**src/design/hci_pkg.sv**
```systemverilog
/*
  shared definitions for the wide port to banked memory subsystem
  lane, bank and width constants
  byte address union with a raw and a field view
  wide request, lane request and wide response structs
*/

`default_nettype none

package hci_pkg;

  // wide port is split into 32-bit lanes
  localparam int unsigned NB_LANES = 4;
  localparam int unsigned NB_BANKS = 8;
  // rows per bank are 2**BANK_AW
  localparam int unsigned BANK_AW  = 8;
  localparam int unsigned OFS_W    = 3;
  localparam int unsigned LANE_DW  = 32;
  localparam int unsigned WIDE_DW  = NB_LANES * LANE_DW;
  // one byte enable per data byte
  localparam int unsigned LANE_BW  = LANE_DW / 8;
  localparam int unsigned WIDE_BW  = WIDE_DW / 8;
  // row, bank offset and byte-in-word
  localparam int unsigned ADDR_W   = BANK_AW + OFS_W + 2;

  // word-interleaved view of a byte address
  typedef struct packed {
    logic [BANK_AW-1:0] row;
    logic [OFS_W-1:0]   bank_ofs;
    logic [1:0]         byte_ofs;
  } hci_addr_f_t;

  typedef union packed {
    logic [ADDR_W-1:0] raw;
    hci_addr_f_t       f;
  } hci_addr_u;

  // wen low means write, as on the memory side
  typedef struct packed {
    logic               req;
    logic               wen;
    hci_addr_u          add;
    logic [WIDE_BW-1:0] be;
    logic [WIDE_DW-1:0] data;
  } hci_wide_req_t;

  // one lane in lane order, or one bank request after rotation
  typedef struct packed {
    logic               req;
    logic               wen;
    logic [BANK_AW-1:0] row;
    logic [LANE_BW-1:0] be;
    logic [LANE_DW-1:0] data;
  } hci_lane_req_t;

  typedef hci_lane_req_t [NB_BANKS-1:0] hci_lane_vec_t;

  typedef struct packed {
    logic               r_valid;
    logic [WIDE_DW-1:0] r_data;
  } hci_wide_resp_t;

endpackage

`default_nettype wire

```
**src/design/hci_lane_rotate.sv**
```systemverilog
/*
  execute stage of the wide port
  grants when every touched bank is free
  rotates lanes onto banks, untouched banks stay idle
  flags granted requests and granted reads
*/

`timescale 1ns/1ps
`default_nettype none

module hci_lane_rotate (
  input  hci_pkg::hci_lane_req_t       lane_i [hci_pkg::NB_LANES],
  input  logic [hci_pkg::OFS_W-1:0]    offset_i,
  input  logic [hci_pkg::NB_BANKS-1:0] touched_i,
  input  logic [hci_pkg::NB_BANKS-1:0] bank_busy_i,
  output logic                         gnt_o,
  output hci_pkg::hci_lane_vec_t       bank_o,
  output logic                         rd_fire_o,
  output logic                         fire_o
);

  logic any_busy_s;
  logic gnt_s;

  // a single busy bank among the touched ones blocks the whole access
  assign any_busy_s = |(touched_i & bank_busy_i);

  // req is common to all lanes, lane 0 carries it
  assign gnt_s = lane_i[0].req & ~any_busy_s;

  assign gnt_o  = gnt_s;
  assign fire_o = gnt_s;
  // wen high is a read
  assign rd_fire_o = gnt_s & lane_i[0].wen;

  // lane i lands on bank (offset+i) mod NB_BANKS
  always_comb begin
    bank_o = '0;
    for (int i = 0; i < hci_pkg::NB_LANES; i++) begin
      bank_o[hci_pkg::OFS_W'(offset_i + i)] = lane_i[i];
      // bank req only on grant, so a blocked request writes nothing
      bank_o[hci_pkg::OFS_W'(offset_i + i)].req = lane_i[i].req & gnt_s;
    end
  end

endmodule

`default_nettype wire

```
**config.mk**
```make
export PLATFORM = sky130hd
export DESIGN_NAME = hci_lane_rotate
export DESIGN_NICKNAME = d
export VERILOG_FILES = /design/src/design/hci_pkg.sv /design/src/design/hci_lane_rotate.sv
export SDC_FILE = /design/constraint.sdc
export NUM_CORES = 1
export LEC_CHECK = 0
export ABC_AREA = 1
export BUFFER_PORTS_ARGS = -buffer_cell sky130_fd_sc_hd__buf_2
export CELL_PAD_IN_SITES_DETAIL_PLACEMENT = 1
export CELL_PAD_IN_SITES_GLOBAL_PLACEMENT = 2
export CORE_MARGIN = 10
export CORE_UTILIZATION = 17
export DETAILED_ROUTE_END_ITERATION = 8
export PLACE_DENSITY = 0.76
export SLEW_MARGIN = 30
export SYNTH_ARGS = -nofsm -noshare
export SYNTH_HDL_FRONTEND = slang
export SYNTH_SLANG_ARGS = --single-unit
```
**constraint.sdc**
```tcl
create_clock -name vclk -period 1.76
set_input_delay 0.176 -clock vclk [all_inputs]
set_output_delay 0.176 -clock vclk [all_outputs]
set_load 0.01 [all_outputs]
```
==> impl_results.md <==
- Status: finished, violations left
- Failing checks: negative setup slack
- Gr usage total: between 20 and 25%
- Average wire per standard cell: 28.97 um
- Largest net degree at the start of global routing: 46
- Site Rows: about 90
- Fillcell total: between 7,000 and 8,000
- Final instance area: 0.01982 mm2
- DRT iter0 DRCs: ~1,800
- Leakage: approximately 10 nW
- Internal power: 2.785 mW
- Synth warnings: 0
- Slew headroom: between 70% and 80%
- Core Util, Final: 34.16%
- Hold depth: 4
- Port buffer count: 574
- Measured slew at the worst slew-check pin: 0.3850 ns
- CLK BUF: 0
- Fmax: 505.4 MHz
- Minimum clock period: between 1.5 and 2 ns
- Grt ovf: 0
- DIE AREA: ~0.069 mm2
- Setup slack after layout: -0.2188 ns
- Worst setup SP type: input pin
- Non-filler cells, final: roughly 3,600
- Placed inst area: between 0.01 and 0.015 mm2
- Slowest CP cell: ha_2
- Chip width: around 260 um
- Area delta synth->final: 98.17%
- Crit. End Element: primary output
- Tot Pwr: 6.905 mW
- DP Cell Count: about 3,500
- Min-delay src: lane_i[45]
- Psw: between 4 and 5 mW
- Drt pass-1 iters: 6
- Synth Area in Simple Gates: about three quarters
- Biggest area consumer among synthesized cells: nand2_1
- CP Cell Sequence: buf_12 -> ha_2 -> inv_2 -> nand2_2 -> nand2_8 -> nand3_4 -> buf_12 -> clkbuf_16 -> nor2_1 -> a21oi_1 -> nand3_1 -> buf_4
- WP buf/inv: 5
- Top sig layer: met5
- Core area: around 0.058 mm2
- Hpwl dp: approximately 65,000 um
- Nets: 3,053
- Top cells by area, synth: nand2_1 (44%), nand4_1 (13%), buf_2 (9.7%)
- Critical Path RT: about 1.6 ns
- Via density: approximately 5.3
- Seq. cell area: 0 um2
- Met3 wire length: between 9000 and 10,000 um
- Critical Path Fanout Max: 6
- Mapped Nets: around 2,500
- Clock group share of total power: 0%
- Arrival time worst endpoint: 1.80 ns
- Setup Slack @ Placement: -0.3884 ns
- First-pass GRT wire length: approximately 130,000 um
- Routed Antenna Nets: 0
- Met2 WL: about 50,000 um
- Class of the worst hold path: in -> out
- Most numerous cell in the Yosys netlist: nand2_1
- Worst Hold End: bank_o[229]
- Unique masters post-synth: 23
- Hold Fails Final Rpt: 0
- Yosys top cell area share: between 40% and 50%
- Final setup vio count: 366
- Final worst-path cycle share: 112.4%
- Largest stage delay, worst path: approximately 0.21 ns
- Initial Util: 17.24%
- Sequential fraction of design power: 0%
- Max Transition Viols Final: 0
- Synthesized area: 0.01000 mm2
- Comb power frac: 100.0%
- Setup CP Type: in -> out
- Cell count after synthesis: 2,252
- Initial antenna violation count: 6
- Top post-synthesis cells by count: nand2_1 (1,171), nand4_1 (204), buf_2 (194), nand3_1 (177), nor2_1 (166)
- Hold-fix buffer count after cts: 0
- Number of sequential cells: 0
- Placer Congestion: 0.9039
- CP top delay family: buffers and inverters
- DRT met1 WL: 40,810 um
- DR vias: 19,310
- Vias in the first global route: 18,380
- Routed wire length: about 100,000 um
- DIE HEIGHT: between 200 and 300 um
- Hold WS: a little over 0.7 ns
- Layout cell share with drive strength beyond 1: a little under half
- Critical Path Most Common Cell: buf_12
- Post-synthesis sequential area ratio: 0%
- DRC: 0
- Synth Area in Adders: less than 1%
- Post-synthesis compound-gate area fraction: about 8.3%
- Max-Cap Viols: 0
- Largest family of logic cells by synthesized area: simple AND/OR/NAND/NOR gates
- Switch share: approximately three fifths
- Top Ports: between 500 and 600
- Max IR drop VDD: between 0.1 and 0.15 mV
- Pwr/cell area: around 350 mW/mm2
- RSZ-0062 raised after global routing: true
- TNS Setup: -45.33 ns
- Mean Syn Cell Area: 4.441 um2
- Post-synthesis xor/xnor area fraction: 0%
- Post-synthesis mux area share: 0%
==> power groups by stage <==
stage / registers (mW) / logic [mW] / clock network (mW)
final: 0 / 6.90 / 0.000000210
after global routing: 0 / 7.22 / 0.000000152
after CTS: 0 / 5.77 / 0
after detailed placement: 0 / 5.02 / 0
after global placement: 0 / 5.00 / 0
after floorplan: 0 / 2.40 / 0
==> routing by layer <==
layer / global-route usage (%) / vias to the layer above
li1: - / 8428
met1: 31.45 / 9576
met2: 42.09 / 1063
met3: 4.726 / 233
met4: 7.728 / 6
met5: 0 / -
==> layout by cell type (no fill, tap or decap), drive strengths merged, types with 3 or more instances in the layout <==
master	Yosys	final
nand2	1176	1176
buf	215	842
nand4	204	204
nand3	181	181
nor2	168	168
a21oi	158	158
inv	69	63
clkbuf	62	29
nor3	9	9
clkinv	1	7
o21ai	4	4
diode	0	3
==> worst max-delay path by stage <==
stage / startpoint / endpoint / slack (ns) / cells after the start
global route: offset_i[0] / bank_o[188] / -0.28 / 12
CTS: offset_i[1] / bank_o[86] / -0.12 / 11
detailed placement: offset_i[0] / bank_o[366] / -0.39 / 11
global placement: offset_i[0] / bank_o[366] / -0.38 / 11
floorplan: offset_i[0] / bank_o[189] / 0.03 / 9
finish: offset_i[0] / bank_o[188] / -0.22 / 12
==> layout make-up <==
| cell class | count | area, um2 | area share, % |
|---|---|---|---|
| antenna | 3 | 7.507 | 0.03788 |
| inverter | 70 | 327.8 | 1.654 |
| multi-input combinational | 1905 | 10250 | 51.70 |
| tap | 765 | 957.2 | 4.830 |
| timing repair buffer | 871 | 8280 | 41.78 |
==> tightest hold or removal path, cell delays in order <==
cell and delay, ns:
buf_2 0.13, nand3_2 0.08, nand3_2 0.06, buf_6 0.10
==> cells by family (layout without fill, tap and decap cells) <==
| family | count (synthesis) | after routing |
|---|---|---|
| fa+ha+maj | 2 | 2 |
| other cells | 0 | 3 |
| buf+inv | 347 | 941 |
| compound gates | 164 | 164 |
| simple gates | 1739 | 1739 |
==> timing repair <==
| item | 4_1_cts | 5_1_grt |
|---|---|---|
| buffers inserted | 29 | 29 |
| resized for setup | 240 | 554 |
| pin swaps | 33 | 81 |
| endpoints found under the setup margin | 368 | 368 |
| gates cloned | 22 | 33 |
Power figures use the tool's default switching activity.
