[src/design/hci_pkg.sv]
/*
  shared definitions for the wide port to banked memory subsystem
  lane, bank and width constants
  byte address union with a raw and a field view
  wide request, lane request and wide response structs
*/

`default_nettype none

package hci_pkg;

  // wide port is split into 32-bit lanes
  localparam int unsigned NB_LANES = 4;
  localparam int unsigned NB_BANKS = 8;
  // rows per bank are 2**BANK_AW
  localparam int unsigned BANK_AW  = 8;
  localparam int unsigned OFS_W    = 3;
  localparam int unsigned LANE_DW  = 32;
  localparam int unsigned WIDE_DW  = NB_LANES * LANE_DW;
  // one byte enable per data byte
  localparam int unsigned LANE_BW  = LANE_DW / 8;
  localparam int unsigned WIDE_BW  = WIDE_DW / 8;
  // row, bank offset and byte-in-word
  localparam int unsigned ADDR_W   = BANK_AW + OFS_W + 2;

  // word-interleaved view of a byte address
  typedef struct packed {
    logic [BANK_AW-1:0] row;
    logic [OFS_W-1:0]   bank_ofs;
    logic [1:0]         byte_ofs;
  } hci_addr_f_t;

  typedef union packed {
    logic [ADDR_W-1:0] raw;
    hci_addr_f_t       f;
  } hci_addr_u;

  // wen low means write, as on the memory side
  typedef struct packed {
    logic               req;
    logic               wen;
    hci_addr_u          add;
    logic [WIDE_BW-1:0] be;
    logic [WIDE_DW-1:0] data;
  } hci_wide_req_t;

  // one lane in lane order, or one bank request after rotation
  typedef struct packed {
    logic               req;
    logic               wen;
    logic [BANK_AW-1:0] row;
    logic [LANE_BW-1:0] be;
    logic [LANE_DW-1:0] data;
  } hci_lane_req_t;

  typedef hci_lane_req_t [NB_BANKS-1:0] hci_lane_vec_t;

  typedef struct packed {
    logic               r_valid;
    logic [WIDE_DW-1:0] r_data;
  } hci_wide_resp_t;

endpackage

`default_nettype wire

[src/design/hci_resp_gather.sv]
/*
  result stage of the wide port
  registers grant and bank offset for one cycle
  unrotates bank read data into lane order and raises r_valid
*/

`timescale 1ns/1ps
`default_nettype none

module hci_resp_gather (
  input  logic                      clk_i,
  input  logic                      rst_ni,
  input  logic                      clear_i,
  input  logic                      fire_i,
  input  logic [hci_pkg::OFS_W-1:0] offset_i,
  input  logic [hci_pkg::NB_BANKS-1:0][hci_pkg::LANE_DW-1:0] rdata_i,
  output hci_pkg::hci_wide_resp_t   resp_o
);

  logic                      fire_q;
  logic [hci_pkg::OFS_W-1:0] ofs_q;
  logic [hci_pkg::WIDE_DW-1:0] r_data_s;

  // grant and offset follow the banks by exactly one cycle
  always_ff @(posedge clk_i or negedge rst_ni) begin
    if (!rst_ni) begin
      fire_q <= 1'b0;
      ofs_q  <= '0;
    end else if (clear_i) begin
      // flush drops a response in flight
      fire_q <= 1'b0;
      ofs_q  <= '0;
    end else begin
      fire_q <= fire_i;
      ofs_q  <= offset_i;
    end
  end

  // lane i comes from bank (offset+i) mod NB_BANKS
  always_comb begin
    r_data_s = '0;
    for (int i = 0; i < hci_pkg::NB_LANES; i++) begin
      r_data_s[i*hci_pkg::LANE_DW +: hci_pkg::LANE_DW] =
        rdata_i[hci_pkg::OFS_W'(ofs_q + i)];
    end
  end

  // r_valid for reads and writes alike, data only means something on reads
  assign resp_o.r_valid = fire_q;
  assign resp_o.r_data  = r_data_s;

endmodule

`default_nettype wire

[config.mk]
export PLATFORM = sky130hd
export DESIGN_NAME = hci_resp_gather
export DESIGN_NICKNAME = d
export VERILOG_FILES = /design/src/design/hci_pkg.sv /design/src/design/hci_resp_gather.sv
export SDC_FILE = /design/constraint.sdc
export NUM_CORES = 1
export LEC_CHECK = 0
export ABC_CLOCK_PERIOD_IN_PS = 3600
export CORE_AREA = 3 3 149 151
export CTS_CLUSTER_SIZE = 12
export DETAILED_ROUTE_END_ITERATION = 6
export DIE_AREA = 0 0 152 154
export DONT_BUFFER_PORTS = 1
export GPL_ROUTABILITY_DRIVEN = 0
export PLACE_DENSITY = 0.42
export SLEW_MARGIN = 0
export SYNTH_ARGS = -nofsm -noshare
export SYNTH_HDL_FRONTEND = slang
export SYNTH_SLANG_ARGS = --single-unit
[constraint.sdc]
create_clock -name clk_i -period 3.6 [get_ports clk_i]
set_input_delay 0.18 -clock clk_i [delete_from_list [all_inputs] [get_ports clk_i]]
set_output_delay 0.18 -clock clk_i [all_outputs]
set_load 0.02 [all_outputs]
==> impl_metrics.tcl, run 1 <==
set metrics [dict create \
    status "complete, no violations" \
    holdWs_ns 0.02214 \
    ant_nets 0 \
    crit_start "ofs_q[2]" \
    synth_cells 606 \
    power_per_cell_area_nw_per_um2 233.1 \
    arrival_ns 2.74 \
    cts_setup_buffers 0 \
    maxSlewHeadroom_pct 26.77 \
    worstMarginPinSlew_ns 1.096 \
    ys_seq_elements 4 \
    cts_tree "built" \
    cts_max_level 1 \
    start_kind "flip-flop" \
    dieArea_um2 23410 \
    diodes 0 \
    ys_types 25 \
    numCtsBuffers 3 \
    crit_fanout 33 \
    cts.clk_slew.worst_paths_ns 0.03 \
    drc_errors 0 \
    final_util_pct 32.81 \
    detail_route.iter0.violations 410 \
    core_um2 20960 \
    ir_worst_vdd_mv 0.3943 \
    p_leak_nw 2.386 \
    area_growth_pct 4.967 \
    grt_max_degree 80 \
    layout.cells.most_common "mux2_2" \
    setup_tns_ns 0 \
    die_h_um 154 \
    multi_input_area_um2 5941 \
    critPathKind "flip-flop to primary output" \
    die_w_um 152 \
    yosysSeqAreaShare_pct 1.528 \
    min_period_ns 2.918 \
    fin_nets 847 \
    totalWireLength_mm 23.23 \
    fillers 2168 \
    numPortBuffers 0 \
    finalSetupViolCount 0 \
    cts_buffer_depth 2 \
    max_freq_mhz 342.8 \
    cts_sinks 4 \
    mostFrequentLayoutCells "121 x mux2_2, 97 x mux2_4, 64 x o22ai_1, 64 x nor2_1, 64 x a211oi_1" \
    antenna_found_initial 0 \
    end_kind "primary output" \
    cts-root-buf "clkbuf_16" \
    syn_area_um2 6550 \
    dp_hpwl_mm 18.43 \
    post-place-ws_ns 0.9277 \
    regArea_um2 103.9 \
    num_vias 5523 \
    hold_violations 0 \
    hold_start "clear_i" \
    dr.pass1.iters 5 \
    hold_class "input port to flip-flop" \
    min_path_cells 1 \
    grt-ovfl-total 0 \
    fin_ws_ns 0.6824 \
    slew_violations 0 \
    drive_gt1_share_pct 57.49 \
    ios 392 \
    ctsResizeCount 0 \
    holdBufCountCts 1 \
    rows 53 \
    cap_viol_max_count 0 \
    start_util_pct 31.26 \
    grt_pass1_vias 5911 \
    syn_nets 871 \
    rsz0062_at_grt "no" \
    wl_per_cell_um 27.14 \
    ys_warn_count 0 \
    synth_area_per_cell_um2 10.81 \
    placed_area_um2 6787 \
    fin_area_um2 6875 \
    track_usage_pct 18.02 \
    min_to "ofs_q[1]" \
    cp.required_ns 3.42 \
    period_share_pct 81.04 \
    grt_first_pass_wirelength_mm 34.69 \
    via_per_inst 6.452 \
]
how the worst max path moves through the flow:
stage / to / cells past startpoint
2_1_floorplan: resp_o[127] / 11
3_3_place_gp: resp_o[28] / 4
3_5_place_dp: resp_o[28] / 4
4_1_cts: resp_o[28] / 4
5_1_grt: resp_o[28] / 4
6_report: resp_o[28] / 4
registers in the layout, indices dropped and copies added, names as in the netlist:
signal,flops
ofs_q,3
fire_q,1
worst max-delay path: stages (launching register included):
cell,delay (ns)
dfrtp_1,0.67
nand2b_2,0.72
buf_12,0.28
o22ai_1,0.10
a211oi_1,0.69
Yosys cell counts (all sizes together):
library cell / number / area (µm²)
nor2: 65 / 244.0
xor2: 1 / 16.27
nor2b: 4 / 25.02
o22ai: 64 / 400.4
nand2b: 2 / 12.51
clkbuf: 26 / 97.59
mux4: 63 / 1419
nand2: 1 / 3.750
buf: 46 / 452.9
and2: 1 / 6.260
dfrtp: 4 / 100.1
inv: 2 / 7.510
xnor2: 1 / 16.27
mux2: 224 / 2887
mux2i: 35 / 350.3
or2: 1 / 6.260
ha: 2 / 25.02
a211oi: 64 / 480.5
metal layers:
layer / track usage, % / part of all wire (%) / vias to the layer above
li1: - / - / 2425
met1: 19.76 / 36 / 2749
met2: 35.03 / 54 / 321
met3: 4.954 / 8.6 / 28
met4: 2.868 / 1.5 / 0
met5: 0 / 0 / -
power by group:
group          switching [mW]  total (mW)  internal [mW]
logic                   0.767        1.36          0.597
clock network          0.0311       0.177          0.146
registers              0.0141      0.0619         0.0478
stage by stage:
step                total power, mW  instances
detailed placement            1.426        851
finish                        1.603        856
global route                  1.682        856
floorplan                     1.201        606
CTS                           1.614        856
global placement              1.409        851
layout make-up:
type / instances / share of cell area (%)
multi-input cells: 528 / 86.41
repair buffers: 43 / 5.823
well taps: 275 / 5.005
flip-flops and latches: 4 / 1.510
clock buffers: 4 / 1.146
inverters: 2 / 0.1092
cell families (layout without fill, tap and decap cells):
kind of cell	after synthesis	after routing	share of synthesized area (%)
multiplexers	322	322	71.08
AO/OA/AOI/OAI	128	128	13.45
AND/OR/NAND/NOR	74	74	4.546
buffers and inverters	74	49	8.520
flip-flops	4	4	1.528
adder cells (fa/ha/maj)	2	2	0.3820
XOR/XNOR	2	2	0.4968
Note: power is estimated with default switching activity, not from simulation.
==> run 2, diff against run 1 <==
- ABC_AREA: not set -> 1
- ABC_CLOCK_PERIOD_IN_PS: 3600 -> 2840
- PLACE_DENSITY: 0.42 -> 0.5
- clock period: 3.6 -> 2.84 ns (I/O delays scaled with it)
==> impl_metrics.tcl, run 2 <==
set metrics [dict create \
    cts_tree "built" \
    worstMarginPinSlew_ns 1.029 \
    instances_no_fill 2166 \
    syn_nets 2259 \
    ys_seq_elements 4 \
    cap_viol_max_count 0 \
    place_inst 2160 \
    via_per_inst 5.341 \
    yosysTopAreaCellShare_pct 49.95 \
    async_flop_share_pct 100.0 \
    max_freq_mhz 427.6 \
    ys.flop_type "dfrtp_1" \
    critPathKind "flip-flop to primary output" \
    crit_family "buffers and inverters" \
    rows 53 \
    wl_per_cell_um 15.48 \
    diodes 0 \
    hold_class "input port to flip-flop" \
    path_cells "buf_4, nand2_1, nand2_1, nand2_1, nand2_1, inv_1, nand2_1" \
    largest_register_ffs 3 \
    grt_first_pass_wirelength_mm 52.49 \
    hold_violations 0 \
    synthTopCellsByCount "1105 x nand2_1, 479 x nand3_1, 265 x inv_1" \
    finalSetupViolCount 0 \
    num_vias 11570 \
    yosysTopAreaCell "nand2_1" \
    cts_sinks 4 \
    die_w_um 152 \
    arrival_ns 2.20 \
    synthTopCellsByArea "nand2_1 50%, nand3_1 29%, inv_1 12%, buf_2 4.6%, clkbuf_1 2.3%" \
    totalWireLength_mm 33.53 \
    yosysSeqAreaShare_pct 1.205 \
    fillers 2520 \
    numPortBuffers 0 \
    syn_area_um2 8304 \
    area_growth_pct 2.456 \
    core_um2 20960 \
    cts-root-buf "clkbuf_16" \
    numCtsBuffers 3 \
    ys_warn_count 0 \
    die_h_um 154 \
    antenna_found_initial 0 \
    dieArea_um2 23410 \
    synth_area_per_cell_um2 4.165 \
    ir_worst_vdd_mv 0.1992 \
    critPathSlowestCell "buf_4" \
    setup_tns_ns 0 \
    detail_route.iter0.violations 1282 \
    crit_fanout 104 \
    drive_gt1_share_pct 1.957 \
    fin_nets 2157 \
    reg.largest.list "ofs_q (3), fire_q (1)" \
    crit_path_max_incr_delay_ns 0.74 \
    regArea_um2 103.9 \
    layout.cells.most_common "nand2_1" \
    synth-edff-count 0 \
    cp.required_ns 2.70 \
    period_share_pct 82.34 \
    dr.pass1.iters 6 \
    grt-ovfl-total 0 \
    mostFrequentLayoutCells "1101 x nand2_1, 479 x nand3_1, 263 x inv_1" \
    ctsResizeCount 0 \
    rsz0062_at_grt "no" \
    end_kind "primary output" \
    min_period_ns 2.339 \
    start_kind "flip-flop" \
    drc_errors 0 \
    crit_top_cell "nand2_1" \
    p_leak_nw 5.483 \
    regMostFlops "ofs_q" \
    cts.clk_slew.worst_paths_ns 0.03 \
    multi_input_area_um2 6641 \
    ant_nets 0 \
    cts_buffer_depth 2 \
    worst-path-buf-inv 2 \
    ios 392 \
    power_per_cell_area_nw_per_um2 260.1 \
    status "complete, no violations" \
    grt_pass1_vias 10050 \
    grt_max_degree 186 \
    maxSlewHeadroom_pct 31.41 \
    ys_types 13 \
    slew_violations 0 \
    final_util_pct 40.60 \
    dp_hpwl_mm 23.87 \
    synth_cells 1994 \
    start_util_pct 39.63 \
    yosysMostFrequentCell "nand2_1" \
    track_usage_pct 26.19 \
    cts_max_level 1 \
]
==> run 2: cell count changes after synthesis, moves of 54 or more <==
cell	before	now
nand2_1	1	1105
nand3_1	0	479
inv_1	2	265
mux2_2	121	0
mux2_4	97	0
a211oi_1	64	0
o22ai_1	64	0
mux4_2	63	0
nor2_1	65	4
buf_2	23	77
==> run 2: path summary, 6_finish.rpt <==
kind	to	depth (start not counted)	from	slack, ns
max	resp_o[83]	7	ofs_q[0]	0.50
min in group asynchronous	fire_q	1	rst_ni	0.21
max in group asynchronous	ofs_q[0]	1	rst_ni	2.41
min	ofs_q[0]	2	offset_i[0]	0.02
==> run 2: metal layers <==
metal | up-vias | routed length (µm) | share of wire, % | track usage [%]
met4 | 0 | 641 | 1.9 | 5.265
met2 | 529 | 16450 | 49 | 46.85
met3 | 59 | 3143 | 9.4 | 5.404
met1 | 5096 | 13290 | 40 | 32.58
li1 | 5884 | - | - | -
met5 | - | 0 | 0 | 0
==> run 2: what timing repair did <==
| action | CTS | global route |
|---|---|---|
| hold buffers | 2 | 0 |
| setup buffers | 0 | 0 |
| endpoints found under the hold margin | 8 | 0 |
==> run 2: cell families after synthesis <==
kind of cell	count (synthesis)	share of synthesized area (%)
and+or+nand+nor	1591	79.34
adders and majority gates	2	0.3013
DFF	4	1.205
buffers and inverters	397	19.15
==> run 2: stage by stage <==
| stage | hold slack, ns | cell area (µm²) | power, mW | worst slack, ns |
|---|---|---|---|---|
| finish | 0.01763 | 8508 | 2.213 | 0.5014 |
| global route | 0.02700 | 8508 | 2.435 | 0.3298 |
| floorplan | -0.1536 | 8304 | 1.604 | 0.5923 |
| CTS | 0.01577 | 8508 | 2.212 | 0.4990 |
| detailed placement | -0.1535 | 8409 | 1.967 | 0.7458 |
| global placement | -0.1534 | 8409 | 1.945 | 0.7914 |
==> run 2: cell type report <==
class | count | share of cell area, %
multi-input combinational | 1593 | 78.06
inverter | 267 | 11.90
sequential | 4 | 1.221
timing repair buffer | 23 | 3.853
clock buffer | 4 | 0.9265
tap | 275 | 4.044
==> run 2: power breakdown <==
part / internal, mW / switching, mW
sequential: 0.0607 / 0.00759
combinational: 0.510 / 1.40
clock: 0.186 / 0.0486
total: 0.757 / 1.46
