`src/design/hci_pkg.sv`:
```
/*
  shared definitions for the wide port to banked memory subsystem
  lane, bank and width constants
  byte address union with a raw and a field view
  wide request, lane request and wide response structs
*/

`default_nettype none

package hci_pkg;

  // wide port is split into 32-bit lanes
  localparam int unsigned NB_LANES = 4;
  localparam int unsigned NB_BANKS = 8;
  // rows per bank are 2**BANK_AW
  localparam int unsigned BANK_AW  = 8;
  localparam int unsigned OFS_W    = 3;
  localparam int unsigned LANE_DW  = 32;
  localparam int unsigned WIDE_DW  = NB_LANES * LANE_DW;
  // one byte enable per data byte
  localparam int unsigned LANE_BW  = LANE_DW / 8;
  localparam int unsigned WIDE_BW  = WIDE_DW / 8;
  // row, bank offset and byte-in-word
  localparam int unsigned ADDR_W   = BANK_AW + OFS_W + 2;

  // word-interleaved view of a byte address
  typedef struct packed {
    logic [BANK_AW-1:0] row;
    logic [OFS_W-1:0]   bank_ofs;
    logic [1:0]         byte_ofs;
  } hci_addr_f_t;

  typedef union packed {
    logic [ADDR_W-1:0] raw;
    hci_addr_f_t       f;
  } hci_addr_u;

  // wen low means write, as on the memory side
  typedef struct packed {
    logic               req;
    logic               wen;
    hci_addr_u          add;
    logic [WIDE_BW-1:0] be;
    logic [WIDE_DW-1:0] data;
  } hci_wide_req_t;

  // one lane in lane order, or one bank request after rotation
  typedef struct packed {
    logic               req;
    logic               wen;
    logic [BANK_AW-1:0] row;
    logic [LANE_BW-1:0] be;
    logic [LANE_DW-1:0] data;
  } hci_lane_req_t;

  typedef hci_lane_req_t [NB_BANKS-1:0] hci_lane_vec_t;

  typedef struct packed {
    logic               r_valid;
    logic [WIDE_DW-1:0] r_data;
  } hci_wide_resp_t;

endpackage

`default_nettype wire

```
`src/design/hci_addr_decode.sv`:
```
/*
  decode stage of the wide port
  splits the byte address into bank offset and row
  cuts data and byte enables into lanes with wrap-adjusted rows
  builds the mask of banks the request touches
*/

`timescale 1ns/1ps
`default_nettype none

module hci_addr_decode (
  input  hci_pkg::hci_wide_req_t  req_i,
  output hci_pkg::hci_lane_req_t  lane_o [hci_pkg::NB_LANES],
  output logic [hci_pkg::OFS_W-1:0]    offset_o,
  output logic [hci_pkg::NB_BANKS-1:0] touched_o
);

  // field view of the address, the two low bits are dropped
  logic [hci_pkg::BANK_AW-1:0] row_s;
  logic [hci_pkg::OFS_W-1:0]   ofs_s;

  assign row_s    = req_i.add.f.row;
  assign ofs_s    = req_i.add.f.bank_ofs;
  assign offset_o = ofs_s;

  // per-lane slices of the wide request
  always_comb begin
    for (int i = 0; i < hci_pkg::NB_LANES; i++) begin
      // handshake and direction are shared by all lanes
      lane_o[i].req  = req_i.req;
      lane_o[i].wen  = req_i.wen;
      lane_o[i].be   = req_i.be[i*hci_pkg::LANE_BW +: hci_pkg::LANE_BW];
      lane_o[i].data = req_i.data[i*hci_pkg::LANE_DW +: hci_pkg::LANE_DW];
      // lane whose bank index passes the last bank moves to the next row
      if ((ofs_s + i) >= hci_pkg::NB_BANKS) begin
        lane_o[i].row = row_s + 1'b1;
      end else begin
        lane_o[i].row = row_s;
      end
    end
  end

  // one bit per bank that some lane lands on
  always_comb begin
    touched_o = '0;
    for (int i = 0; i < hci_pkg::NB_LANES; i++) begin
      // bank index wraps modulo the bank count
      touched_o[hci_pkg::OFS_W'(ofs_s + i)] = 1'b1;
    end
  end

endmodule

`default_nettype wire

```
`config.mk`:
```
export PLATFORM = sky130hd
export DESIGN_NAME = hci_addr_decode
export DESIGN_NICKNAME = d
export VERILOG_FILES = /design/src/design/hci_pkg.sv /design/src/design/hci_addr_decode.sv
export SDC_FILE = /design/constraint.sdc
export NUM_CORES = 1
export LEC_CHECK = 0
export BUFFER_PORTS_ARGS = -buffer_cell sky130_fd_sc_hd__buf_2
export CAP_MARGIN = 20
export CORE_AREA = 4 4 134 136
export DETAILED_ROUTE_END_ITERATION = 6
export DIE_AREA = 0 0 138 140
export SLEW_MARGIN = 40
export SYNTH_ARGS = -nofsm -noshare
export SYNTH_HDL_FRONTEND = slang
export SYNTH_SLANG_ARGS = --single-unit
export TNS_END_PERCENT = 30
```
`constraint.sdc`:
```
create_clock -name vclk -period 3.1
set_input_delay 0.62 -clock vclk [all_inputs]
set_output_delay 0.62 -clock vclk [all_outputs]
set_load 0.01 [all_outputs]
```
==> results of run 1 <==
power by group through the flow:
| stage | Clock [µW] | Sequential (µW) | Combinational, µW |
|---|---|---|---|
| 2_1_floorplan | 0 | 0 | 321 |
| 3_3_place_gp | 0 | 0 | 180 |
| 3_5_place_dp | 0 | 0 | 180 |
| 4_1_cts | 0 | 0 | 181 |
| 5_1_grt | 0 | 0 | 194 |
| 6_report | 0 | 0 | 174 |
kinds of logic (layout without fill, tap and decap cells):
group | count (synthesis) | count (layout) | share of synthesized area, %
buffers and inverters | 174 | 58 | 67.1
and+or+nand+nor | 31 | 31 | 12.6
xor gates and xnor gates | 29 | 29 | 13.5
AOI/OAI and AO/OA | 5 | 5 | 3.04
adders and majority gates | 3 | 3 | 1.94
muxes | 3 | 3 | 1.75
synthesized netlist by cell type:
| cell | number | share of area (%) |
|---|---|---|
| buf_4 | 168 | 65 |
| nand3_1 | 2 | 0.52 |
| ha_1 | 3 | 1.9 |
| mux2_1 | 3 | 1.7 |
| o21ai_1 | 1 | 0.26 |
| o31ai_2 | 1 | 0.65 |
| o21ai_4 | 1 | 0.84 |
| inv_4 | 1 | 0.32 |
| o21a_1 | 1 | 0.39 |
| nor3_2 | 9 | 4.7 |
| nand2_2 | 1 | 0.32 |
| nor2b_4 | 1 | 0.71 |
| nor2b_1 | 1 | 0.32 |
| o31a_4 | 1 | 0.91 |
| xnor2_1 | 9 | 4.1 |
| or2_1 | 1 | 0.32 |
| nor2_1 | 7 | 1.4 |
| inv_1 | 1 | 0.19 |
| nand3_4 | 3 | 2.7 |
| and2_1 | 1 | 0.32 |
| nand2b_1 | 1 | 0.32 |
| xor2_1 | 19 | 8.6 |
| xnor2_2 | 1 | 0.84 |
| nand4_1 | 2 | 0.65 |
| buf_2 | 3 | 0.78 |
| nand2_1 | 2 | 0.39 |
| buf_6 | 1 | 0.58 |
per-stage QoR:
stage / util (%) / instances / total power (µW) / hold slack, ns
after floorplan: - / 245 / 321 / 1.32
after detailed placement: 7.16 / 354 / 180 / 1.24
after global routing: 7.16 / 354 / 194 / 1.24
after global placement: 7.16 / 354 / 180 / 1.24
final: 7.16 / 354 / 174 / 1.24
after CTS: 7.16 / 354 / 181 / 1.24
per-layer routing:
metal	GRT usage (%)	vias to the layer above
li1	-	363
met1	5.24	347
met5	0	-
met2	7.35	145
met4	5.93	0
met3	3.28	80
final timing paths:
path              startpoint      endpoint  slack, ns  depth (start not counted)
setup / recovery  req_i[146]  touched_o[1]       0.35                          7
hold / removal     req_i[58]   lane_o[118]       1.24                          0
layout make-up:
| cell class | count | share of cell area [%] |
|---|---|---|
| Multi-Input combinational cell | 71 | 52.4 |
| Tap cell | 225 | 23.2 |
| Inverter | 2 | 0.826 |
| Timing Repair Buffer | 56 | 23.5 |
==> flow_summary.yaml, run 1 <==
yosys:
  syn-num-nets: 407
  synth.yosys.seq_area_share_pct: 0
  syn-cell-area_mm2: 0.00193
  ys_warn_count: 0
  syn-instance-count: 245
  synth_cell_types: 27
  avgSynthCellArea_um2: 7.89
sta:
  final-hold-violation-count: 0
  setup_viol: 0
  fmax_ghz: 0.363
  rsz0062_at_grt: "no"
  min_period_over_period_pct: 88.8
  drv_slew: 0
  finalSetupTns_ns: 0
  timing.slew.headroom_pct: 72.2
  worst_pin_slew_ns: 0.415
  finalCriticalPeriod_ns: 2.75
  fin_ws_ns: 0.347
routing:
  vias_per_cell: 2.64
  wl_met1_um: 1750
  drt_wl_total_um: 5760
  post_drt_wl_per_cell_um: 16.3
  drc: 0
  drt_first_iter_violations: 21
  postRouteAntennaNets: 0
  wl_met2_um: 2290
  vias: 935
  dr_wl_met3_um: 1010
  highest_layer: "met4"
  drt-pass1-iter-count: 4
final_layout:
  area_delta_synth_final_pct: -37.3
  fillCellCount: 1999
  drive_gt1_share_pct: 58.1
  multi_input_area_um2: 636
  most-common-layout-cells: "buf_2, xor2_1, xnor2_1, nor3_2, nor2_1"
  n_clock_buffer: 0
  design.seq.count: 0
  stdcell_area_mm2: 0.00121
  layout_commonest_cell: "buf_2"
  regArea_um2: 0
  diodes: 0
  final_net_count: 293
power:
  power_frac_seq_pct: 0
  power.switching_uw: 103
  vdd_ir_drop_max_mv: 0.0327
  p_leak_uw: 0.000465
  clockPowerShare_pct: 0
  combPwrFrac_pct: 100.0
  sw_frac_of_total_pct: 59.3
  powerDensity_mw_per_mm2: 144
  intPower_uw: 70.8
critical_path:
  critical_path_buf_inv_count: 3
  cp_cell_sequence: "buf_2, inv_4, ha_1, nor2b_4, o31ai_2, xor2_1, buf_2"
  worst_setup_path_end_kind: "output port"
  critPathKind: "in2out"
  crit_top_cell: "buf_2"
  crit_family: "buffers and inverters"
  cp_max_fo: 10
  critPathSlowestCell: "o31ai_2"
  cp_data_arrival_time_ns: 2.13
  slowest_delay_ns: 0.39
  critical_path_required_ns: 2.48
  start_kind: "primary input"
global_route:
  grt_max_degree: 11
  grt-ovfl-total: 0
  grt_pass1_vias: 937
  antenna_found_initial: 0
  grt_pass1_wl_um: 7510
  track_usage_pct: 5.36
job:
  cap_violations: 0
placed_design:
  dp_hpwl_um: 4790
  dp_slack_ns: 0.262
  placed_cell_area_mm2: 0.00121
  routabilityCongestion: 0.623
  port_buffers: 54
floorplan:
  rows: 48
  initial_core_util_pct: 11.4
  coreArea_mm2: 0.0169
  ios: 354
  die-area_mm2: 0.0193
  dieHeight_um: 140
  die_w_um: 138
clocking:
  cts_resized: 0
  post_cts_buffers: 0
  cts_hold_buf: 0
run_status:
  status: "complete, no violations"
hold_path:
  hold_path.class: "in2out"
Note: power is estimated with default switching activity, not from simulation.
==> run 2, diff against run 1 <==
--- a/config.mk
+++ b/config.mk
@@ -5,12 +5,12 @@
 export SDC_FILE = /design/constraint.sdc
 export NUM_CORES = 1
 export LEC_CHECK = 0
+export ABC_AREA = 1
 export BUFFER_PORTS_ARGS = -buffer_cell sky130_fd_sc_hd__buf_2
 export CAP_MARGIN = 20
-export CORE_AREA = 4 4 134 136
+export CORE_AREA = 4 4 135 137
 export DETAILED_ROUTE_END_ITERATION = 6
-export DIE_AREA = 0 0 138 140
-export SLEW_MARGIN = 40
+export DIE_AREA = 0 0 139 141
 export SYNTH_ARGS = -nofsm -noshare
 export SYNTH_HDL_FRONTEND = slang
 export SYNTH_SLANG_ARGS = --single-unit
==> run 2 against run 1 <==
- first-iteration DRC count grew 130%
- synthesized cell count grew 20%
- global-route usage grew 0.68 points
- largest cell class unchanged
- largest power group unchanged
==> flow_summary.yaml, run 2 <==
final_layout:
  design.seq.count: 0
  layout_commonest_cell: "nand2_1"
  n_clock_buffer: 0
  regArea_um2: 0
  area_delta_synth_final_pct: -37.2
  diodes: 0
  drive_gt1_share_pct: 36.1
  final_net_count: 347
  fillCellCount: 2054
  most-common-layout-cells: "nand2_1, buf_2, nand3_1, inv_1"
  stdcell_area_mm2: 0.00119
hold_path:
  hold_path.class: "in2out"
  hp-start: "req_i[45]"
  min_to: "lane_o[105]"
  hold_path_depth: 0
yosys:
  ys_warn_count: 0
  synth.yosys.seq_area_share_pct: 0
  syn-num-nets: 456
  syn-instance-count: 294
  synth_top_cell_by_area: "buf_4"
  synth_common_cells: "buf_4, nand2_1, nand3_1, inv_1"
  synth.top_cell.area_share_pct: 64.7
  syn-cell-area_mm2: 0.00189
  synth_cell_types: 20
  synth.area.top_cells: "buf_4, nand2_1, nand3_1, inv_1, ha_1"
  yosysMostFrequentCell: "buf_4"
  avgSynthCellArea_um2: 6.43
run_status:
  status: "complete, no violations"
floorplan:
  die-area_mm2: 0.0196
  ios: 354
  initial_core_util_pct: 11.1
  rows: 48
  coreArea_mm2: 0.0171
  dieHeight_um: 141
  die_w_um: 139
critical_path:
  crit_top_cell: "buf_2"
  cp_max_fo: 11
  cp_cell_sequence: "buf_2, nand2_4, nor2_8, inv_2, o21ai_1, buf_2"
  crit_family: "buffers and inverters"
  critical_path_buf_inv_count: 3
  worst_setup_path_end_kind: "output port"
  start_kind: "primary input"
  critPathKind: "in2out"
  slowest_delay_ns: 0.26
  cp_data_arrival_time_ns: 1.77
  critPathSlowestCell: "nor2_8"
  critical_path_required_ns: 2.48
routing:
  vias_per_cell: 2.94
  drc: 0
  drt_wl_total_um: 6600
  postRouteAntennaNets: 0
  drt_first_iter_violations: 49
  post_drt_wl_per_cell_um: 16.2
  drt-pass1-iter-count: 4
  vias: 1200
sta:
  worst_pin_slew_ns: 0.289
  finalSetupTns_ns: 0
  timing.slew.headroom_pct: 80.7
  min_period_over_period_pct: 77.1
  setup_viol: 0
  final-hold-violation-count: 0
  drv_slew: 0
  rsz0062_at_grt: "no"
  finalCriticalPeriod_ns: 2.39
  fmax_ghz: 0.418
clocking:
  cts_hold_buf: 0
  post_cts_buffers: 0
  cts_resized: 0
placed_design:
  port_buffers: 54
  dp_hpwl_um: 5460
  placed_cell_area_mm2: 0.00119
  routabilityCongestion: 0.629
power:
  p_leak_uw: 0.000627
  vdd_ir_drop_max_mv: 0.0506
  powerDensity_mw_per_mm2: 163
global_route:
  grt_pass1_wl_um: 8650
  grt_pass1_vias: 1231
  grt_max_degree: 12
  grt-ovfl-total: 0
  track_usage_pct: 6.04
  antenna_found_initial: 0
job:
  cap_violations: 0
run 2: cell types whose count changed in the layout (fill, tap and decap cells not counted), moves of 4 or more:
cell | before | now
nor2_1 | 7 | 1
o21ai_0 | 0 | 4
nor3_2 | 9 | 0
xnor2_1 | 9 | 3
inv_1 | 1 | 16
nand2_1 | 2 | 64
xor2_1 | 19 | 4
nand3_1 | 2 | 19
run 2: worst max path at each step:
| stage | to | slack, ns | depth (start not counted) | from |
|---|---|---|---|---|
| after floorplan | touched_o[3] | 1.03 | 7 | req_i[146] |
| after global placement | lane_o[129] | 0.63 | 6 | req_i[148] |
| after detailed placement | lane_o[129] | 0.63 | 6 | req_i[148] |
| after CTS | lane_o[129] | 0.63 | 6 | req_i[148] |
| after global routing | lane_o[129] | 0.54 | 6 | req_i[148] |
| final | lane_o[129] | 0.71 | 6 | req_i[148] |
run 2: final cells by class:
| cell class | count | area [µm²] | share of cell area [%] |
|---|---|---|---|
| inverter | 20 | 77.6 | 6.53 |
| multi-input combinational | 109 | 559 | 47.1 |
| tap | 225 | 282 | 23.7 |
| timing repair buffer | 54 | 270 | 22.7 |
run 2: cell families (layout without fill, tap and decap cells):
| kind of cell | Yosys count | count (layout) | synth area share [%] |
|---|---|---|---|
| AO/OA/AOI/OAI | 7 | 7 | 1.85 |
| XOR/XNOR | 7 | 7 | 3.24 |
| AND/OR/NAND/NOR | 92 | 92 | 22.5 |
| buffers and inverters | 185 | 74 | 70.4 |
| adder cells (fa/ha/maj) | 3 | 3 | 1.98 |
run 2: per-layer routing:
layer  global-route usage (%)  share of wire (%)  wire (µm)
met5                        0                  0          0
met4                     5.82                 11        725
met3                     4.99                 22       1430
met2                     8.44                 38       2530
met1                     5.34                 29       1920
run 2: through the flow:
stage,setup WS (ns),hold WS (ns),power [µW],std cells,utilization (%)
after global routing,0.540,1.24,219,408,6.97
after global placement,0.633,1.24,201,408,6.97
after CTS,0.631,1.24,202,408,6.97
final,0.710,1.24,193,408,6.97
after floorplan,1.03,1.32,320,294,-
after detailed placement,0.633,1.24,201,408,6.97
run 2: where the power goes:
part | internal [µW] | leakage, µW | switching [µW]
combinational | 67.4 | 0.000627 | 126
sequential | 0 | 0 | 0
clock | 0 | 0 | 0
==> run 3, diff against run 2 <==
--- a/config.mk
+++ b/config.mk
@@ -8,9 +8,9 @@
 export ABC_AREA = 1
 export BUFFER_PORTS_ARGS = -buffer_cell sky130_fd_sc_hd__buf_2
 export CAP_MARGIN = 20
-export CORE_AREA = 4 4 135 137
+export CORE_AREA = 4 4 136 138
 export DETAILED_ROUTE_END_ITERATION = 6
-export DIE_AREA = 0 0 139 141
+export DIE_AREA = 0 0 140 142
 export SYNTH_ARGS = -nofsm -noshare
 export SYNTH_HDL_FRONTEND = slang
 export SYNTH_SLANG_ARGS = --single-unit
==> constraint.sdc (replaced) <==
create_clock -name vclk -period 2.2
set_input_delay 0.44 -clock vclk [all_inputs]
set_output_delay 0.44 -clock vclk [all_outputs]
set_load 0.01 [all_outputs]
==> run 3 against run 2 <==
- wire length rose by 8.4%
- hold slack got worse by 0.36 ns
- power rose by 45%
- critical endpoint is now touched_o[4]
- highest routed layer unchanged
==> flow_summary.yaml, run 3 (same netlist as run 2, synthesis figures left out) <==
hold_path:
  hold_path.class: "in2out"
placed_design:
  dp_slack_ns: 0.193
  routabilityCongestion: 0.610
  dp_hpwl_um: 6050
  port_buffers: 54
  dp.cells: 411
power:
  vdd_ir_drop_max_mv: 0.0846
  clockPowerShare_pct: 0
  power_frac_seq_pct: 0
  powerDensity_mw_per_mm2: 231
  power.switching_uw: 182
  p_leak_uw: 0.000642
  power_uw: 280
  sw_frac_of_total_pct: 65.0
  intPower_uw: 97.9
  combPwrFrac_pct: 100.0
sta:
  finalCriticalPeriod_ns: 2.01
  worst_pin_slew_ns: 0.283
  min_period_over_period_pct: 91.5
  setup_viol: 0
  fmax_ghz: 0.497
  finalSetupTns_ns: 0
  drv_slew: 0
  fin_ws_ns: 0.188
  timing.slew.headroom_pct: 81.1
  rsz0062_at_grt: "no"
  final-hold-violation-count: 0
run_status:
  status: "complete, no violations"
global_route:
  met2_usage_pct: 8.89
  grt_use_met1_pct: 5.79
  antenna_found_initial: 0
  grt_max_degree: 10
  grt-ovfl-total: 0
  track_usage_pct: 6.40
  use_met3_pct: 5.17
  busiest_layer: "met2"
  grt_pass1_vias: 1206
  grt_pass1_wl_um: 9110
routing:
  drt_first_iter_violations: 83
  drt-pass1-iter-count: 4
  vias: 1257
  drc: 0
  postRouteAntennaNets: 0
  post_drt_wl_per_cell_um: 17.4
  vias_per_cell: 3.06
  drt_wl_total_um: 7150
final_layout:
  diodes: 0
  area_delta_synth_final_pct: -36.0
  instances_no_fill: 411
  regArea_um2: 0
  final_net_count: 350
  drive_gt1_share_pct: 37.1
  most-common-layout-cells: "nand2_1, buf_2, nand3_1, inv_1"
  design.seq.count: 0
  n_clock_buffer: 0
  layout_commonest_cell: "nand2_1"
  utilization_pct: 7.05
critical_path:
  cp_data_arrival_time_ns: 1.57
  crit_path_end: "touched_o[4]"
  crit_path_start: "req_i[146]"
  cp_max_fo: 7
  worst_setup_path_end_kind: "output port"
  critPathKind: "in2out"
  start_kind: "primary input"
  critical_path_required_ns: 1.76
floorplan:
  initial_core_util_pct: 11.0
  coreArea_mm2: 0.0172
  rows: 48
  dieHeight_um: 142
  ios: 354
  die-area_mm2: 0.0199
  die_w_um: 140
clocking:
  cts_resized: 0
  post_cts_buffers: 0
  cts_hold_buf: 0
job:
  cap_violations: 0
run 3: changes by cell type in the layout (fill, tap and decap cells not counted), sizes merged:
cell | previous run | this run
buf | 54 | 57
run 3: worst min-delay path by stage:
stage | start | depth (start not counted) | end | slack (ns)
after detailed placement | req_i[7] | 0 | lane_o[145] | 0.88
after global placement | req_i[7] | 0 | lane_o[145] | 0.88
after global routing | req_i[8] | 0 | lane_o[146] | 0.88
after CTS | req_i[7] | 0 | lane_o[145] | 0.88
final | req_i[45] | 0 | lane_o[105] | 0.88
after floorplan | req_i[149] | 1 | lane_o[128] | 0.96
run 3: final cells by class:
type	instances	area (µm²)
Fill cell	2092	16000
Multi-Input combinational cell	109	559
Timing Repair Buffer	57	293
Tap cell	225	282
Inverter	20	77.6
run 3: layer usage:
layer | vias up | routed length [µm] | share of wire, %
met5 | - | 0 | 0
met4 | 0 | 703 | 9.8
li1 | 513 | - | -
met1 | 499 | 2060 | 29
met3 | 74 | 1490 | 21
met2 | 171 | 2890 | 40
run 3: through the flow:
step | hold WS [ns] | cell area (µm²)
floorplan | 0.960 | 1890
global placement | 0.880 | 1210
detailed placement | 0.880 | 1210
CTS | 0.880 | 1210
global route | 0.880 | 1210
finish | 0.880 | 1210
run 3: critical path: stages:
cell and delay [ns]:
buf_2 0.15, inv_2 0.11, ha_1 0.34, inv_1 0.09
nand3_1 0.10, nand3_1 0.10, nand2_1 0.07, inv_1 0.05
buf_2 0.12
run 3: power by group through the flow:
| stage | sequential, µW | clock, µW | combinational [µW] |
|---|---|---|---|
| 4_1_cts | 0 | 0 | 289 |
| 5_1_grt | 0 | 0 | 314 |
| 3_3_place_gp | 0 | 0 | 286 |
| 3_5_place_dp | 0 | 0 | 288 |
| 6_report | 0 | 0 | 280 |
| 2_1_floorplan | 0 | 0 | 450 |
